--- src/logic/icache_pkg.sv ---
////////////////////////////////////////////////////////////
// Widths, address fields and types shared by the icache
// Modules take it with a wildcard import in their header
////////////////////////////////////////////////////////////
package icache_pkg;

  // Basic sizes
  parameter int addr_width_p  = 32;
  parameter int word_width_p  = 32;
  parameter int block_words_p = 4;
  parameter int block_width_p = block_words_p * word_width_p;
  parameter int sets_p        = 16;
  parameter int ways_p        = 2;

  // Address layout, low to high: byte, word offset, index, tag
  parameter int byte_offset_width_p = 2;
  parameter int word_offset_width_p = $clog2(block_words_p);
  parameter int index_width_p       = $clog2(sets_p);
  parameter int tag_width_p         = addr_width_p - index_width_p
                                      - word_offset_width_p - byte_offset_width_p;
  parameter int index_lsb_p         = byte_offset_width_p + word_offset_width_p;
  parameter int tag_lsb_p           = index_lsb_p + index_width_p;

  // Cache control states
  typedef enum logic [1:0] {
    e_ready,
    e_miss,
    e_recover
  } cache_state_e;

  typedef logic [addr_width_p-1:0]  addr_t;
  typedef logic [tag_width_p-1:0]   tag_t;
  typedef logic [index_width_p-1:0] index_t;
  typedef logic [word_width_p-1:0]  word_t;

  // One bit is enough to name a way in a 2-way cache
  typedef logic way_t;

endpackage

--- src/logic/icache_fetch_stage.sv ---
////////////////////////////////////////////////////////////
// Input side of the icache: takes fetch requests, starts the
// array read and holds the lookup in the TL stage
////////////////////////////////////////////////////////////
module icache_fetch_stage
  import icache_pkg::*;
(
  input  logic         clk_i,
  input  logic         reset_i,
  input  logic         fetch_v_i,
  input  addr_t        fetch_addr_i,
  input  logic         tv_advance_i,
  input  cache_state_e state_i,
  output logic         fetch_ready_o,
  output logic         rd_v_o,
  output index_t       rd_index_o,
  output logic         tl_v_o,
  output addr_t        tl_addr_o
);

  logic  tl_v_r;
  addr_t tl_addr_r;
  logic  tl_load;
  logic  in_recover;

  assign in_recover = (state_i == e_recover);

  // Room in TL when it is empty or its item moves on this cycle
  assign fetch_ready_o = (state_i == e_ready) && (!tl_v_r || tv_advance_i);
  assign tl_load       = fetch_v_i && fetch_ready_o;

  // Read goes out with acceptance; recover refreshes the held lookup
  assign rd_v_o     = tl_load || (in_recover && tl_v_r);
  assign rd_index_o = in_recover ? tl_addr_r[index_lsb_p +: index_width_p]
                                 : fetch_addr_i[index_lsb_p +: index_width_p];

  always_ff @(posedge clk_i)
  begin
    if (reset_i)
      tl_v_r <= 1'b0;
    else if (tl_load)
      tl_v_r <= 1'b1;
    else if (tv_advance_i)
      tl_v_r <= 1'b0;
  end

  always_ff @(posedge clk_i)
  begin
    if (tl_load)
      tl_addr_r <= fetch_addr_i;
  end

  assign tl_v_o    = tl_v_r;
  assign tl_addr_o = tl_addr_r;

  // The missed lookup sits in TL for the whole fill, nothing replaces it
  a_tl_held_in_miss: assert property (@(posedge clk_i) disable iff (reset_i)
    (state_i == e_miss) |-> (tl_v_r && !tl_load));

endmodule

--- config.mk ---
export PLATFORM = sky130hd
export DESIGN_NAME = icache_fetch_stage
export DESIGN_NICKNAME = d
export VERILOG_FILES = /design/src/logic/icache_pkg.sv /design/src/logic/icache_fetch_stage.sv
export SDC_FILE = /design/constraint.sdc
export NUM_CORES = 1
export LEC_CHECK = 0
export ABC_AREA = 1
export ABC_CLOCK_PERIOD_IN_PS = 3500
export BUFFER_PORTS_ARGS = -buffer_cell sky130_fd_sc_hd__buf_2
export CAP_MARGIN = 20
export CORE_MARGIN = 3
export CORE_UTILIZATION = 39
export CTS_CLUSTER_SIZE = 10
export DETAILED_ROUTE_END_ITERATION = 10
export GPL_TIMING_DRIVEN = 0
export HOLD_SLACK_MARGIN = 0.03
export PLACE_DENSITY_LB_ADDON = 0.1
export SLEW_MARGIN = 30
export SYNTH_ARGS = -nofsm -noshare
export SYNTH_HDL_FRONTEND = slang
export SYNTH_SLANG_ARGS = --single-unit
--- constraint.sdc ---
create_clock -name clk_i -period 3.5 [get_ports clk_i]
set_input_delay 0.7 -clock clk_i [delete_from_list [all_inputs] [get_ports clk_i]]
set_output_delay 0.7 -clock clk_i [all_outputs]
set_load 0.02 [all_outputs]
; Yosys cells after proc, flatten, opt, wreduce, memory -nomap -nowiden
; Index checks and enable logic that the tools add are counted.
[op_classes]
eq_ne = 1
muxes = 3
n_reduce_logical = 8
[op_table]
columns = cell, count
row1 = 4-bit two-way mux, 1
row2 = 1-bit logical AND, 3
row3 = 2-bit == test (second input constant), 1
row4 = 2-bit logical NOT, 1
row5 = 1-bit logical OR, 2
row6 = 1-bit two-way mux, 2
row7 = 2-bit nonzero test, 1
row8 = 1-bit logical NOT, 1
[totals]
reg_bits = 33
input_bits = 38
elab_cells = 14

; Logic depth before layout (Yosys ltp)
[logic_depth]
depth_word = 5
ltp_mapped = 5
ltp_nobuf = 5

; Worst setup path after synthesis
; OpenSTA, ideal clock, no wires.
[synth_path]
path_kind = input to register
start = input port state_i[1]
end = register tl_addr_r[0], in the netlist tl_addr_o[0] (enable)
setup_time_ps = 421
arrival_ps = 2286
path_slack_ps = 793
stages = 3
path_buffers = 0
cell_sequence = nor2_1 nand2_1 nor2_1
[synth_between]
elab_chain_cells = 3
[synth_lines]
columns = element, line_no
row1 = "start, declared", icache_fetch_stage.sv:13  ; input cache_state_e state_i,
row2 = 2-bit logical NOT, icache_fetch_stage.sv:29  ; assign fetch_ready_o = (state_i == e_ready) && (!tl_v_r || tv_advance_i);
row3 = 1-bit logical AND, icache_fetch_stage.sv:29
row4 = 1-bit logical AND, icache_fetch_stage.sv:30  ; assign tl_load = fetch_v_i && fetch_ready_o;
row5 = via tl_load, icache_fetch_stage.sv:23  ; logic tl_load;
row6 = "end signal, assigned", icache_fetch_stage.sv:50  ; tl_addr_r <= fetch_addr_i;
row7 = "end, declared", icache_fetch_stage.sv:22  ; addr_t tl_addr_r;
; The timed path passes the listed nets, and every way through them passes these cells.
; A chain may end at the register's enable or synchronous reset.

; Final worst setup path
[layout_path]
start = input port state_i[0]
end = output port rd_v_o
[layout_between]
elab_chain_cells = 4
word_cells_on_any_way = 6
cone_classes = eq/ne (1) / reduce/logical (5)
[layout_lines]
columns = element, line_no
row1 = 2-bit logical NOT, icache_fetch_stage.sv:29
row2 = 1-bit logical AND, icache_fetch_stage.sv:29
row3 = 1-bit logical AND, icache_fetch_stage.sv:30
row4 = 1-bit logical OR *, icache_fetch_stage.sv:33  ; assign rd_v_o = tl_load || (in_recover && tl_v_r);
row5 = "end, declared", icache_fetch_stage.sv:15  ; output logic rd_v_o,
; Mark *: on every way between the ends. The rest lies on a longest branch, timed or not.

==> impl_metrics.toml <==
[finish]
layout-drive-gt1-share_pct = 59.3
regArea_um2 = 981
fin_util_pct = 61.7
diodes = 0
n_fill_cell = 225
multi_input_area_um2 = 104
nNetsFinal = 183
design_area_um2 = 1590
syn_to_final_growth_pct = 44.1

[sta]
finalHoldViolations = 0
final_max_slew_viol_count = 0
finClkSkew_ns = 0.00470
rsz0062_at_grt = "no"
period_needed_ns = 2.08
tightestPinTransition_ns = 0.502
slew-limit-headroom_pct = 66.5
fmax_mhz = 480
finalCritPeriodShare_pct = 59.5
setup_tns_ns = 0
setup_viol = 0

[yosys]
synth_most_common_cell = "edfxtp_1"
avgSynthCellArea_um2 = 18.0
synthTopCellsByCount = "edfxtp_1 (32), nand2_1 (15), inv_1 (5)"
ys_ff_latch = 33
synth_ff_type = "edfxtp_1"
synth_edf_count = 32
synth_cells = 61
yosys_warnings = 0
ys_seq_area_share_pct = 89.2
syn-cell-area_um2 = 1100
syn_nets = 99
async_flop_share_pct = 0
synth_top_area_share_pct = 87.4
synth.distinct_cells = 9
yosys-top-cells-area = "edfxtp_1 (87%), nand2_1 (5.1%), dfxtp_1 (1.8%)"
synth.largest_area_cell = "edfxtp_1"

[route]
dr.max_layer_used = "met4"
dr_wl_met3_um = 272
vias_per_cell = 4.42
drtIter0Drc = 45
vias = 774
wirelength_mm = 2.14
first_pass_iters = 4
avgRoutedWirePerCell_um = 12.2
drc = 0
antenna_left = 0
met1_length_um = 717
wl_met2_mm = 1.10

[pwr]
power.density_nw_per_um2 = 445
p_comb_share_pct = 10.3
p_sw_w = 0.000157
p_int_w = 0.000548
switching_share_pct = 22.3
ir_drop_mv = 0.380
power.leakage_nw = 0.719
clkPwrFrac_pct = 26.1
p_seq_share_pct = 63.7

[global_route]
antenna_found_initial = 0
grt_max_degree = 18
track_usage_pct = 13.5
gr-total-overflow = 0
grt_pass1_vias = 748
grt_pass1_wl_mm = 3.24

[hold_path]
holdPathStages = 2
hp-class = "in2reg"

[critical_path]
reg2regPathDepth = 4
rr_endpoint = "tl_addr_o[21]"
critPathArrivalTime_ns = 1.38
crit_required_ns = 2.80
worstSetupStartpointType = "input port"
critPathCaptureType = "output pin"
reg2reg_slack_ns = 2.03
endpoint = "rd_v_o"
cp_max_fo = 3
path_class = "in2out"
crit_start = "state_i[0]"
r2r_start = "tl_v_o"

[outcome]
run_status = "completed"

[floorplan]
coreArea_um2 = 2570
rows = 18
io_pins = 77
die_h_um = 59.1
initial_utilization_pct = 42.8
dieArea_um2 = 3490
fp.dieW_um = 59.1

[placed_design]
routabilityCongestion = 0.618
place_area_um2 = 1540
port_buffers = 76
hpwlAfterDp_mm = 1.68

[clock_tree]
clk_path_buf_depth = 2
cts_resized = 0
clk_latency_ns = 0.32
path_clk_slew_ns = 0.08
cts-root-buf = "clkbuf_4"
cts_setup_buffers = 0
hold_buffers = 0
htree_levels = 2
cts.sinks = 33
cts_tree = "yes"
cts_buffers = 5

[job]
cap_violations = 0
==> routing by layer <==
| metal | vias to the layer above | GRT usage, % |
|---|---|---|
| met2 | 48 | 23.2 |
| met3 | 6 | 7.41 |
| met4 | 0 | 6.80 |
| li1 | 380 | - |
| met5 | - | 0 |
| met1 | 340 | 12.8 |
==> critical path: stages <==
cell and delay [ns]:
buf_2 0.12, nor2_1 0.12, nand2_1 0.14, o21ai_2 0.13, buf_2 0.17
==> state kept, by name, indices dropped and copies added (netlist names) <==
name,cells
tl_addr_o,32
tl_v_o,1
==> worst min-delay path by stage <==
stage	start	slack, ns	end
2_1_floorplan	tl_v_o	0.66	tl_v_o
3_3_place_gp	tl_v_o	0.59	tl_v_o
3_5_place_dp	tl_v_o	0.59	tl_v_o
4_1_cts	reset_i	0.51	tl_v_o
5_1_grt	reset_i	0.50	tl_v_o
6_report	reset_i	0.53	tl_v_o
==> placed cells by master (no fill, tap or decap), types with 2 or more instances in the layout <==
| cell type | n |
|---|---|
| inv_1 | 5 |
| nand2_1 | 15 |
| nor2_1 | 3 |
| edfxtp_1 | 32 |
| buf_2 | 76 |
| nor2_4 | 2 |
| clkbuf_4 | 5 |
==> metrics by stage <==
| step | hold WS, ns | power [W] | cells | setup slack, ns |
|---|---|---|---|---|
| after CTS | 0.507 | 0.000719 | 175 | 1.41 |
| after global routing | 0.496 | 0.000743 | 175 | 1.30 |
| final | 0.531 | 0.000705 | 175 | 1.42 |
| after floorplan | 0.662 | 0.000492 | 61 | 0.793 |
| after global placement | 0.590 | 0.000527 | 167 | 0.217 |
| after detailed placement | 0.593 | 0.000532 | 168 | 1.41 |
==> cell families after synthesis <==
logic type,synth area share [%]
DFF,89.2
and+or+nand+nor,7.51
buffers and inverters,2.05
AOI/OAI and AO/OA,1.25
==> layout make-up <==
cell class	instances	area share, %
clock buffers	6	2.60
clock inverters	1	0.237
inverters	6	1.42
multi-input cells	22	6.55
flip-flops and latches	33	61.9
well taps	30	2.37
repair buffers	77	24.9
==> power groups by stage <==
stage          combinational (W)  clock [W]  sequential, W
3_5_place_dp           0.0000736          0       0.000458
5_1_grt                0.0000793   0.000213       0.000450
4_1_cts                0.0000739   0.000195       0.000449
2_1_floorplan          0.0000191          0       0.000473
6_report               0.0000723   0.000184       0.000449
3_3_place_gp           0.0000691          0       0.000458
(Power assumes the default switching activity.)
