--- src/logic/icache_pkg.sv ---
////////////////////////////////////////////////////////////
// Widths, address fields and types shared by the icache
// Modules take it with a wildcard import in their header
////////////////////////////////////////////////////////////
package icache_pkg;

  // Basic sizes
  parameter int addr_width_p  = 32;
  parameter int word_width_p  = 32;
  parameter int block_words_p = 4;
  parameter int block_width_p = block_words_p * word_width_p;
  parameter int sets_p        = 16;
  parameter int ways_p        = 2;

  // Address layout, low to high: byte, word offset, index, tag
  parameter int byte_offset_width_p = 2;
  parameter int word_offset_width_p = $clog2(block_words_p);
  parameter int index_width_p       = $clog2(sets_p);
  parameter int tag_width_p         = addr_width_p - index_width_p
                                      - word_offset_width_p - byte_offset_width_p;
  parameter int index_lsb_p         = byte_offset_width_p + word_offset_width_p;
  parameter int tag_lsb_p           = index_lsb_p + index_width_p;

  // Cache control states
  typedef enum logic [1:0] {
    e_ready,
    e_miss,
    e_recover
  } cache_state_e;

  typedef logic [addr_width_p-1:0]  addr_t;
  typedef logic [tag_width_p-1:0]   tag_t;
  typedef logic [index_width_p-1:0] index_t;
  typedef logic [word_width_p-1:0]  word_t;

  // One bit is enough to name a way in a 2-way cache
  typedef logic way_t;

endpackage

--- src/logic/icache_miss_ctrl.sv ---
////////////////////////////////////////////////////////////
// Ready/miss/recover control: block request, fill beats and
// the choice of victim way
////////////////////////////////////////////////////////////
module icache_miss_ctrl
  import icache_pkg::*;
#(
  parameter int block_words_p = block_width_p / word_width_p
)
(
  input  logic                             clk_i,
  input  logic                             reset_i,
  input  logic                             miss_v_i,
  input  addr_t                            miss_addr_i,
  input  logic [ways_p-1:0]                miss_valid_i,
  input  way_t                             miss_lru_i,
  input  logic                             mem_req_ready_i,
  input  logic                             mem_fill_v_i,
  input  word_t                            mem_fill_data_i,
  output cache_state_e                     state_o,
  output logic                             mem_req_v_o,
  output addr_t                            mem_req_addr_o,
  output logic                             fill_wr_v_o,
  output way_t                             fill_way_o,
  output index_t                           fill_index_o,
  output logic [$clog2(block_words_p)-1:0] fill_word_sel_o,
  output word_t                            fill_data_o,
  output tag_t                             fill_tag_o
);

  localparam int sel_w_lp = $clog2(block_words_p);

  cache_state_e        state_r;
  cache_state_e        state_n;
  logic                req_pend_r;
  logic [sel_w_lp-1:0] beat_r;
  addr_t               blk_addr_r;
  way_t                victim_r;
  way_t                victim;
  logic                start;
  logic                beat;
  logic                last_beat;

  assign start     = (state_r == e_ready) && miss_v_i;
  assign beat      = (state_r == e_miss) && mem_fill_v_i;
  assign last_beat = beat && (beat_r == sel_w_lp'(block_words_p - 1));

  // Empty way first, LRU way when the set is full
  always_comb
  begin
    if (!miss_valid_i[0])
      victim = 1'b0;
    else if (!miss_valid_i[1])
      victim = 1'b1;
    else
      victim = miss_lru_i;
  end

  //////////////////////////////////////////////////////////
  // State machine
  //////////////////////////////////////////////////////////
  always_comb
  begin
    case (state_r)
      e_ready:   state_n = start ? e_miss : e_ready;
      e_miss:    state_n = last_beat ? e_recover : e_miss;
      e_recover: state_n = e_ready;
      default:   state_n = e_ready;
    endcase
  end

  always_ff @(posedge clk_i)
  begin
    if (reset_i)
    begin
      state_r    <= e_ready;
      req_pend_r <= 1'b0;
      beat_r     <= '0;
    end
    else
    begin
      state_r <= state_n;
      if (start)
        req_pend_r <= 1'b1;
      else if (mem_req_ready_i)
        req_pend_r <= 1'b0;
      // Wraps back to zero after the last word
      if (beat)
        beat_r <= beat_r + 1'b1;
    end
  end

  always_ff @(posedge clk_i)
  begin
    if (start)
    begin
      blk_addr_r <= {miss_addr_i[addr_width_p-1:index_lsb_p], {index_lsb_p{1'b0}}};
      victim_r   <= victim;
    end
  end

  assign state_o         = state_r;
  assign mem_req_v_o     = req_pend_r;
  assign mem_req_addr_o  = blk_addr_r;
  assign fill_wr_v_o     = beat;
  assign fill_way_o      = victim_r;
  assign fill_index_o    = blk_addr_r[index_lsb_p +: index_width_p];
  assign fill_word_sel_o = beat_r;
  assign fill_data_o     = mem_fill_data_i;
  assign fill_tag_o      = blk_addr_r[tag_lsb_p +: tag_width_p];

  // Memory only returns data for a request that has already gone out
  a_fill_in_miss: assert property (@(posedge clk_i) disable iff (reset_i)
    mem_fill_v_i |-> ((state_r == e_miss) && !req_pend_r));

endmodule

--- config.mk ---
export PLATFORM = sky130hd
export DESIGN_NAME = icache_miss_ctrl
export DESIGN_NICKNAME = d
export VERILOG_FILES = /design/src/logic/icache_pkg.sv /design/src/logic/icache_miss_ctrl.sv
export SDC_FILE = /design/constraint.sdc
export NUM_CORES = 1
export LEC_CHECK = 0
export BUFFER_PORTS_ARGS = -buffer_cell sky130_fd_sc_hd__buf_2
export CAP_MARGIN = 20
export CORE_ASPECT_RATIO = 1.5
export CORE_MARGIN = 10
export CORE_UTILIZATION = 34
export CTS_BUF_LIST = sky130_fd_sc_hd__clkbuf_4 sky130_fd_sc_hd__clkbuf_8 sky130_fd_sc_hd__clkbuf_16
export CTS_CLUSTER_DIAMETER = 150
export DETAILED_ROUTE_END_ITERATION = 10
export GPL_TIMING_DRIVEN = 0
export PLACE_DENSITY = 0.8
export SYNTH_ARGS = -nofsm -noshare
export SYNTH_HDL_FRONTEND = slang
export SYNTH_SLANG_ARGS = --single-unit
--- constraint.sdc ---
create_clock -name clk_i -period 3.8 [get_ports clk_i]
set_input_delay 0.19 -clock clk_i [delete_from_list [all_inputs] [get_ports clk_i]]
set_output_delay 0.19 -clock clk_i [all_outputs]
set_load 0.02 [all_outputs]
Word-level counts from Yosys, hierarchy flattened
Cells that the tools add are included.
Word-level totals
  logic and storage cells: 19
  flip-flop bits (word level): 34
  output and inout bits: 99
  input bits: 72
Operators by class
  add/subtract/negate cells: 1
  muxes and demuxes: 6
  equality and inequality tests: 2
  reduce and logical (&&, ||, !) cells: 5
Operators by type and width (count)
  two-way mux 1 bit: 4
  one-hot mux 2 bit (2 select lines): 1
  logical AND 1 bit: 3
  adder 2 x 1 -> 2 bit (second input constant): 1
  equality test 2 x 1 -> 1 bit (second input constant): 1
  equality test 2 bit (second input constant): 1
  zero test 2 bit: 1
  two-way mux 2 bit: 1
  nonzero test 2 bit: 1

Logic depth before layout (Yosys ltp)
  word-level depth: 5
  depth in mapped cells: 3
  depth with buffers taken out: 3

Worst setup path after synthesis
Ideal clock, no wire load.
  kind: flip-flop to flip-flop
  start point: register state_r[1], in the netlist state_o[1]
  end point: register victim_r, in the netlist fill_way_o, enable pin
  slack: 675 ps
  data arrival time: 2665 ps
  setup time: 460 ps
  cell stages (with the launch flop): 2
  required time: 3340 ps
  buffers on the path: 0
  period minus slack after synthesis: 3125 ps
  cells stage by stage: dfxtp_1 -> nor3b_1
Between the ends
  longest elaborated chain between the ends: 2
Ends and longest elaborated chain
  start: declaration: RTL line icache_miss_ctrl.sv:33  | cache_state_e state_r;
  start signal: assignment: RTL line icache_miss_ctrl.sv:76  | state_r <= e_ready;
  start signal: assignment: RTL line icache_miss_ctrl.sv:82  | state_r <= state_n;
  zero test 2 bit: RTL line icache_miss_ctrl.sv:44  | assign start = (state_r == e_ready) && miss_v_i;
  logical AND 1 bit: RTL line icache_miss_ctrl.sv:44
  named net start: RTL line icache_miss_ctrl.sv:40  | logic start;
  end signal: assignment: RTL line icache_miss_ctrl.sv:98  | victim_r <= victim;
  end: declaration: RTL line icache_miss_ctrl.sv:38  | way_t victim_r;
The timed path passes the listed nets, and every way through them passes these cells.
A chain may end at the register's enable or synchronous reset.

Worst setup path after layout
  start point: register state_r[1], in the netlist state_o[1]
  end point: register blk_addr_r[30], in the netlist mem_req_addr_o[30], enable pin
Between the ends
  longest elaborated chain between the ends: 2
Ends and longest elaborated chain
  zero test 2 bit: RTL line icache_miss_ctrl.sv:44
  logical AND 1 bit: RTL line icache_miss_ctrl.sv:44
  named net start: RTL line icache_miss_ctrl.sv:40
  end signal: assignment: RTL line icache_miss_ctrl.sv:97  | blk_addr_r <= {miss_addr_i[addr_width_p-1:index_lsb_p], {index_lsb_p{1'b0}}};
  end: declaration: RTL line icache_miss_ctrl.sv:37  | addr_t blk_addr_r;
The timed path passes the listed nets, and every way through them passes these cells.

==> results.cfg <==
[run_status]
run_status = finished clean

[synth]
synth_cell_types = 19
synth_area_um2 = 1590
synth_warnings = 0
synthCells = 117
synth_largest_type_area_fraction_pct = 54.8
async_reset_ff_share_pct = 0
synth_most_common_cell = buf_4
ys_ff_latch = 34
syn_avg_cell_area_um2 = 13.6
synth-edff-count = 29
synthTopCellsByCount = buf_4, edfxtp_1, dfxtp_1
ys_seq_area_share_pct = 61.1
synth_area_leaders = edfxtp_1, buf_4, dfxtp_1
synth_top_area_cell = edfxtp_1
synth-main-ff-cell = edfxtp_1

[placement]
gp_congestion = 0.685
portBuffers = 130
dp.final_hpwl_um = 4380
dpl.cell_count = 316

[floorplan]
initial_utilization_pct = 35.0
rows = 30
die_h_um = 104
core-area_um2 = 4540
die_area_um2 = 7860
die_x_um = 75.8
io-pin-count = 171

[worst_setup_path]
crit_chain = nor3b_2 -> buf_6
critPathSlowestCell = nor3b_2
cp_data_arrival_time_ps = 1380
cp-start-kind = flip-flop
critPathMaxFanout = 14
cp-end-kind = flip-flop
critPathMaxStageDelay_ps = 500
required_ps = 3780
crit_type = reg2reg

[power]
totalPowerFinal_uw = 905
vdd_drop_max_v = 0.000333
leakage_uw = 0.00128
power.density_nw_per_um2 = 370

[timing]
final_hold_viol_count = 0
slew_headroom_pct = 63.7
skew_ps = 3.22
worstMarginPinSlew_ps = 542
rsz0062_at_grt = false
fin_crit_sh_pct = 36.8
fin_tns_setup_ps = 0
clock.fmax_mhz = 715
slew_viol_final = 0
finalSetupViolCount = 0
post-route-min-period_ps = 1400

[final_layout]
antenna_cells = 0
fin_nets = 332
final-instance-count-excl-fill = 324
syn2layout_area_growth_pct = 53.8
drive_gt1_share_pct = 79.2
final.fill_count = 392

[route]
final_antenna_net_count = 0
vias = 1251
wl_per_cell_um = 15.2
viasPerCell = 3.86
drt_pass1_iterations = 4
drt_iter0_markers = 18
drc_errors = 0
routed_wl_um = 4940

[cts]
cts_hold_buf = 0
clock_path_buffers = 2
insertion_delay_ps = 280
cts-htree-levels = 2
cts_resized = 0
cts_tree = done
clk_root_buffer_cell = clkbuf_8
clkSlewWorstSetupHoldPaths_ps = 60
numCtsBuffers = 5
postCtsSetupRepairBufs = 0
cts.sinks = 34

[grt]
grt_overflow = 0
grt_pass1_vias = 1374
grt_usage_pct = 11.9
grt_antenna_before_repair = 0
grt_pass1_wl_um = 7120
grt_max_degree = 15

[run]
maxCapViolations = 0

[hold_path]
min_path_type = in2reg
## area by class of cell
| type | count | area, um2 | share of cell area [%] |
|---|---|---|---|
| plain buffers | 64 | 480 | 19.7 |
| clock buffers | 6 | 76.3 | 3.12 |
| clock inverters | 2 | 8.76 | 0.358 |
| inverters | 1 | 3.75 | 0.154 |
| multi-input cells | 21 | 150 | 6.14 |
| flip-flops and latches | 34 | 971 | 39.7 |
| well taps | 64 | 80.1 | 3.28 |
| repair buffers | 132 | 673 | 27.5 |
## worst max-delay path, delay by kind of cell, from the launching register on
kind,cells,cell delay (ps)
buffers and inverters,1,250
AND/OR/NAND/NOR,1,500
flip-flops,1,350
## power by group
part	switching (uW)	leakage [uW]	internal, uW
Clock	120	0.0000460	133
Combinational	117	0.000921	95.5
Sequential	10.9	0.000317	429
Total	247	0.00128	657
## final timing paths
kind	from	to	slack, ps	cells past startpoint
setup / recovery	state_o[1]	mem_req_addr_o[30]	2400	2
hold / removal	miss_addr_i[14]	mem_req_addr_o[14]	80	1
setup reg to reg	state_o[1]	mem_req_addr_o[30]	2400	2
hold reg to reg	fill_word_sel_o[1]	fill_word_sel_o[1]	500	2
## flip-flops by register name, summed over array words and instances (netlist names)
name             count
mem_req_addr_o      28
state_o              2
fill_way_o           1
mem_req_v_o          1
fill_word_sel_o      2
## routing by layer
metal  GRT usage (%)  share of wire, %  wire, um  vias to the layer above
li1                -                 -         -                      606
met5               0                 0         0                        -
met2            20.7                48      2360                      111
met4            5.87               2.1       104                        0
met1            9.92                30      1480                      528
met3            7.16                20       988                        6
## cell families (layout without fill, tap and decap cells)
kind of cell	count (synthesis)	in the layout	synth area share, %
buffers and inverters	65	205	30.5
adder cells (fa/ha/maj)	1	1	0.787
AND/OR/NAND/NOR	12	12	4.73
flip-flops	34	34	61.1
other	1	4	0.236
multiplexers	2	2	1.57
AO/OA/AOI/OAI	2	2	1.10
## stage by stage
stage	area [um2]	hold slack, ps	utilization [%]	setup slack (ps)
finish	2440	84.5	53.8	2400
global route	2440	69.9	53.8	2310
floorplan	1600	262	-	675
global placement	2330	367	51.3	84.8
CTS	2440	73.1	53.8	2400
detailed placement	2360	368	51.9	2390
## layout by cell type, fill, tap and decap left out, types with 2 or more instances in the layout
cell | netlist | layout
edfxtp_1 | 29 | 29
conb_1 | 1 | 4
dfxtp_1 | 5 | 5
buf_6 | 0 | 2
nand2b_1 | 2 | 2
clkbuf_8 | 0 | 5
buf_4 | 64 | 64
buf_2 | 0 | 130
nor2_1 | 3 | 3
(Power assumes the default switching activity.)
