## src/logic/icache_pkg.sv

```systemverilog
////////////////////////////////////////////////////////////
// Widths, address fields and types shared by the icache
// Modules take it with a wildcard import in their header
////////////////////////////////////////////////////////////
package icache_pkg;

  // Basic sizes
  parameter int addr_width_p  = 32;
  parameter int word_width_p  = 32;
  parameter int block_words_p = 4;
  parameter int block_width_p = block_words_p * word_width_p;
  parameter int sets_p        = 16;
  parameter int ways_p        = 2;

  // Address layout, low to high: byte, word offset, index, tag
  parameter int byte_offset_width_p = 2;
  parameter int word_offset_width_p = $clog2(block_words_p);
  parameter int index_width_p       = $clog2(sets_p);
  parameter int tag_width_p         = addr_width_p - index_width_p
                                      - word_offset_width_p - byte_offset_width_p;
  parameter int index_lsb_p         = byte_offset_width_p + word_offset_width_p;
  parameter int tag_lsb_p           = index_lsb_p + index_width_p;

  // Cache control states
  typedef enum logic [1:0] {
    e_ready,
    e_miss,
    e_recover
  } cache_state_e;

  typedef logic [addr_width_p-1:0]  addr_t;
  typedef logic [tag_width_p-1:0]   tag_t;
  typedef logic [index_width_p-1:0] index_t;
  typedef logic [word_width_p-1:0]  word_t;

  // One bit is enough to name a way in a 2-way cache
  typedef logic way_t;

endpackage

```

## src/logic/icache_verify_stage.sv

```systemverilog
////////////////////////////////////////////////////////////
// Tag compare and word select on the TL lookup, then the TV
// register that hands the word to the consumer
////////////////////////////////////////////////////////////
module icache_verify_stage
  import icache_pkg::*;
#(
  parameter int block_words_p = block_width_p / word_width_p
)
(
  input  logic                                  clk_i,
  input  logic                                  reset_i,
  input  logic                                  tl_v_i,
  input  addr_t                                 tl_addr_i,
  input  tag_t [ways_p-1:0]                     rd_tags_i,
  input  logic [ways_p-1:0]                     rd_valid_i,
  input  way_t                                  rd_lru_i,
  input  word_t [ways_p-1:0][block_words_p-1:0] rd_block_i,
  input  cache_state_e                          state_i,
  input  logic                                  data_ready_i,
  output logic                                  tv_advance_o,
  output logic                                  data_v_o,
  output word_t                                 data_o,
  output logic                                  lru_wr_v_o,
  output index_t                                lru_wr_index_o,
  output way_t                                  lru_wr_way_o,
  output logic                                  miss_v_o,
  output addr_t                                 miss_addr_o,
  output logic [ways_p-1:0]                     miss_valid_o,
  output way_t                                  miss_lru_o
);

  tag_t                           tl_tag;
  logic [word_offset_width_p-1:0] tl_offset;
  logic [ways_p-1:0]              way_hit;
  logic                           hit;
  way_t                           hit_way;
  logic                           lookup_v;
  logic                           tv_v_r;
  word_t                          tv_word_r;

  assign tl_tag    = tl_addr_i[tag_lsb_p +: tag_width_p];
  assign tl_offset = tl_addr_i[byte_offset_width_p +: word_offset_width_p];

  always_comb
  begin
    for (int w = 0; w < ways_p; w++)
      way_hit[w] = rd_valid_i[w] && (rd_tags_i[w] == tl_tag);
  end

  // With two ways, a hit in way 1 names the way directly
  assign hit     = |way_hit;
  assign hit_way = way_hit[1];

  // Array data only counts in e_ready as it is stale in miss and recover
  assign lookup_v     = tl_v_i && (state_i == e_ready);
  assign tv_advance_o = lookup_v && hit && (!tv_v_r || data_ready_i);

  //////////////////////////////////////////////////////////
  // TV stage
  //////////////////////////////////////////////////////////
  always_ff @(posedge clk_i)
  begin
    if (reset_i)
      tv_v_r <= 1'b0;
    else if (tv_advance_o)
      tv_v_r <= 1'b1;
    else if (data_ready_i)
      tv_v_r <= 1'b0;
  end

  always_ff @(posedge clk_i)
  begin
    if (tv_advance_o)
      tv_word_r <= rd_block_i[hit_way][tl_offset];
  end

  assign data_v_o = tv_v_r;
  assign data_o   = tv_word_r;

  // Hits refresh the LRU as they move into TV
  assign lru_wr_v_o     = tv_advance_o;
  assign lru_wr_index_o = tl_addr_i[index_lsb_p +: index_width_p];
  assign lru_wr_way_o   = hit_way;

  assign miss_v_o     = lookup_v && !hit;
  assign miss_addr_o  = tl_addr_i;
  assign miss_valid_o = rd_valid_i;
  assign miss_lru_o   = rd_lru_i;

  // A block is filled only on a miss, so it sits in at most one way
  a_one_way_hit: assert property (@(posedge clk_i) disable iff (reset_i)
    lookup_v |-> $onehot0(way_hit));

endmodule

```

## config.mk

```make
export PLATFORM = sky130hd
export DESIGN_NAME = icache_verify_stage
export DESIGN_NICKNAME = d
export VERILOG_FILES = /design/src/logic/icache_pkg.sv /design/src/logic/icache_verify_stage.sv
export SDC_FILE = /design/constraint.sdc
export NUM_CORES = 1
export LEC_CHECK = 0
export BUFFER_PORTS_ARGS = -buffer_cell sky130_fd_sc_hd__buf_2
export CAP_MARGIN = 10
export CORE_AREA = 2 2 163 165
export DETAILED_ROUTE_END_ITERATION = 6
export DIE_AREA = 0 0 165 167
export GPL_TIMING_DRIVEN = 0
export PLACE_DENSITY = 0.39
export SLEW_MARGIN = 20
export SYNTH_ARGS = -nofsm -noshare
export SYNTH_HDL_FRONTEND = slang
export SYNTH_SLANG_ARGS = --single-unit
```

## constraint.sdc

```tcl
create_clock -name clk_i -period 11.4 [get_ports clk_i]
set_input_delay 0.57 -clock clk_i [delete_from_list [all_inputs] [get_ports clk_i]]
set_output_delay 0.57 -clock clk_i [all_outputs]
set_load 0.05 [all_outputs]
```

; ---- Word level (Yosys, flattened, before mapping)
; Cells that the tools add are included.
[classes]
magnitude_cmp = 2
eq_ne = 2
n_mux = 6
n_reduce_logical = 12
[op_table]
columns = cell, count
row1 = 128-bit 2-to-1 mux, 2
row2 = 32-bit binary-select mux with 2-bit select, 1
row3 = 24-bit equality test, 2
row4 = 32-bit 2-to-1 mux, 1
row5 = 1-bit logical AND, 6
row6 = 2-bit by 3-bit less-than comparator with 1-bit output (second input constant), 1
row7 = 1-bit zero test, 2
row8 = 2-bit zero test, 1
row9 = 1-bit by 2-bit less-than comparator with 1-bit output (second input constant), 1
row10 = 1-bit 2-to-1 mux, 2
row11 = 2-bit nonzero test, 1
row12 = 2-bit OR reduction, 1
row13 = 1-bit logical OR, 1
[word_totals]
regBits = 33
in_bits = 345
output_inout_bits = 76
elab_cells = 24

; ---- Logic depth before layout (Yosys ltp)
[logic_depth]
ltp_word = 6
depth_mapped = 7
depth_no_buf = 5

; ---- Worst setup path after synthesis
; Ideal clock, no wire load.
[synth_timing]
path_kind = input to output
from = input port tl_addr_i[26]
to = output port tv_advance_o
t_arrival_ns = 6.086
t_required_ns = 10.830
path_slack_ns = 4.744
stages = 7
n_path_buf = 2
path_cell_list = xor2_1 -> or4_1 -> nor2_2 -> nand4_4 -> buf_6 -> a221oi_1 -> buf_4
[synth_between]
elab_chain_cells = 5
elab_cells_between_ends = 7
classes_between = eq/ne (2) / reduce/logical (5)
[synth_lines]
columns = element, line_no
row1 = from (decl), icache_verify_stage.sv:14  ; input addr_t tl_addr_i,
row2 = 24-bit equality test, icache_verify_stage.sv:48  ; way_hit[w] = rd_valid_i[w] && (rd_tags_i[w] == tl_tag);
row3 = 1-bit logical AND, icache_verify_stage.sv:48
row4 = 2-bit OR reduction *, icache_verify_stage.sv:52  ; assign hit = |way_hit;
row5 = 1-bit logical AND * (2 in series), icache_verify_stage.sv:57  ; assign tv_advance_o = lookup_v && hit && (!tv_v_r || data_ready_i);
row6 = to (decl), icache_verify_stage.sv:21  ; output logic tv_advance_o,
; Mark *: on every way between the ends. The rest lies on a longest branch, timed or not.

; ---- Final worst setup path
[layout_timing]
from = input port tl_addr_i[12]
to = output port lru_wr_v_o
[layout_between]
elab_chain_cells = 5
elab_cells_between_ends = 7
classes_between = eq/ne (2) / reduce/logical (5)
[layout_lines]
columns = element, line_no
row1 = 24-bit equality test, icache_verify_stage.sv:48
row2 = 1-bit logical AND, icache_verify_stage.sv:48
row3 = 2-bit OR reduction *, icache_verify_stage.sv:52
row4 = 1-bit logical AND * (2 in series), icache_verify_stage.sv:57
row5 = to (decl), icache_verify_stage.sv:24  ; output logic lru_wr_v_o,
; Marks and branches as above.

==> metrics.md <==
| Metric | Value |
|---|---|
| Outcome | finished, final reports clean |
| Routed vias | 4416 |
| Post-cts sizing count | 0 |
| WL met3 | 1.60 mm |
| YS warnings | 0 |
| Mapped Avg Cell Area | 12.3 µm² |
| IO Port Bufs | 412 |
| Setup crit start kind | input port |
| Top-area cell type share of the netlist area | 33.8% |
| Area grow syn2layout | 63.3% |
| Min Tclk post-route | 3.99 ns |
| Antenna cells | 0 |
| RSZ-0062 raised after global routing | false |
| I/O pin count | 421 |
| Slew @ Worst Pin | 0.939 ns |
| Crit path required time | 10.83 ns |
| Setup slack at placement | 7.25 ns |
| Critical-path cell list | buf_2 > xnor2_1 > nand4_1 > nor4_1 > nand4_4 > buf_6 > a221oi_4 > buf_6 > buf_6 > buf_2 |
| Kind of critical path | input port to primary output |
| Final setup fails | 0 |
| Hold Fails Final Rpt | 0 |
| DP Wirelength | 17.6 mm |
| TritonCTS clock tree | done |
| Placeable Area | 0.0258 mm² |
| Vias in the first global route | 4752 |
| Clock-pin slew of the registers on the worst-case setup and hold paths | 0.06 ns |
| Final Skew | 0.00662 ns |
| Setup Total Neg Slack | 0 ns |
| Fmax | 251 MHz |
| DRC | 0 |
| Top cell type by total area after synthesis | mux2_2 |
| Post-CTS Setup Inserts | 0 |
| Post-Syn Instances | 346 |
| WL per Instance | 18.3 µm |
| CTS buffer count | 5 |
| Sequential cell area fraction in the yosys report | 23.0% |
| Flop and latch count out of synthesis | 33 |
| Final worst slack | 7.41 ns |
| Fin nets | 1113 |
| Hold slack | 0.591 ns |
| Via density | 4.00 |
| Die height | 167 µm |
| CTS root buf | clkbuf_16 |
| Hold WC Path Type | flop to flop |
| Setup crit end kind | primary output |
| Top Metal Used | met4 |
| CTS Buffer Depth | 2 |
| 1st-iter DRT viols | 133 |
| Final core utilization | 27.0% |
| Die area | 0.0276 mm² |
| Number of flops mapped to enable cells by yosys | 32 |
| Syn Nets | 691 |
| Post-route cell area | 0.00696 mm² |
| Clock latency on the worst-skew pair | 0.29 ns |
| Grt ovf | 0 |
| Post-Syn Area | 0.00426 mm² |
| Critical Path Most Common Cell | buf_6 |
| Starting Density | 16.5% |
| Synth Flop Type | edfxtp_1 |
| Slowest cell delay on critical path | 0.50 ns |
| H-tree depth reported by CTS | 2 |
| Max-cap violation count | 0 |
| # hold bufs at CTS | 0 |
| Post-Route WL | 20.2 mm |
| Pin count of the biggest net entering global routing | 14 |
| Placed inst area | 0.00680 mm² |
| Worst IR drop on VDD | 0.0447 mV |
| Commonest cells post-synth | mux2_2, buf_4, edfxtp_1 |
| Top-count cell post-synth | mux2_2 |
| Asr flop ratio synth | 0% |
| Met2 wire len | 10.6 mm |
| Layout cells sized above 1 | 81.3% |
| Gpl congestion | 0.755 |
| Pre-antenna DRT Iters | 4 |
| Crit path max-delay cell type | nor4_1 |
| Max-slew violations | 0 |
| Synth top area cells | mux2_2, edfxtp_1, mux4_2, buf_4, xnor2_1 |
| Leak pwr | 0.00322 µW |
| Initial antenna violation count | 0 |
| Antenna-violating nets left | 0 |
| Crit path DAT | 3.42 ns |
| Sink Count | 33 |
| Power density over the cells | 72.5 mW/mm² |
| WL met1 | 7.91 mm |
| First-pass GRT wire length | 28.2 mm |
| Cell Rows | 59 |
| Period utilization | 35.0% |
| Relative slew slack | 37.4% |
| Synth cell types | 29 |
| CP Max Fanout | 13 |
| Die Width | 165 µm |
| GRT Total Usage | 13.9% |
-- flip-flops by register name, summed over array words and instances, names as in the netlist --
name      flops
data_v_o      1
data_o       32
-- worst paths after layout --
check	from	endpoint	slack (ns)	cells after the start
setup / recovery	tl_addr_i[12]	lru_wr_v_o	7.41	10
hold / removal	data_v_o	data_v_o	0.59	1
setup reg to reg	data_v_o	data_o[16]	9.62	4
hold reg to reg	data_v_o	data_v_o	0.59	1
-- metal layers --
layer	global-route usage, %	up-vias
li1	-	2156
met1	16.4	2011
met2	26.1	239
met3	2.81	10
met4	2.23	0
met5	0	-
-- cell families (layout without fill, tap and decap cells) --
logic type             after synthesis  count (layout)  synth area share [%]
multiplexers                       160             160                  50.9
buffers and inverters               63             486                  9.60
XOR/XNOR                            49              49                  10.1
AND/OR/NAND/NOR                     38              38                  5.84
flip-flops                          33              33                  23.0
AO/OA/AOI/OAI                        3               3                 0.587
-- area by class of cell --
| type | count | area [µm²] |
|---|---|---|
| plain buffers | 60 | 398 |
| flip-flops and latches | 33 | 981 |
| repair buffers | 415 | 2100 |
| multi-input cells | 250 | 2890 |
| fillers | 2820 | 18800 |
| well taps | 335 | 419 |
| clock inverters | 2 | 33.8 |
| inverters | 3 | 11.3 |
| clock buffers | 6 | 129 |
-- worst max-delay path, delay by kind of cell --
| family | cells | cell delay, ns |
|---|---|---|
| buffers and inverters | 5 | 1.11 |
| AOI/OAI and AO/OA | 1 | 0.49 |
| xor gates and xnor gates | 1 | 0.27 |
| and+or+nand+nor | 3 | 0.94 |
-- stage by stage --
step	power, µW	cells
after global routing	536	1104
after CTS	519	1104
after detailed placement	350	1096
after floorplan	259	346
after global placement	349	1093
final	505	1104
-- cell usage in the layout, fill, tap and decap left out, drive strengths merged, types with 4 or more instances in the layout --
master,instances
buf,462
clkbuf,19
nand2,4
nor2,4
mux4,32
edfxtp,32
nand4,11
xor2,24
nor4,7
xnor2,25
mux2,128
-- power by group --
group	total [µW]	internal, µW	leakage [µW]	switching, µW
Clock	160	103	0.0000785	57.8
Combinational	210	115	0.00285	94.9
Sequential	135	135	0.000296	0.00000115
No activity file was read; power rests on OpenSTA's default activity.
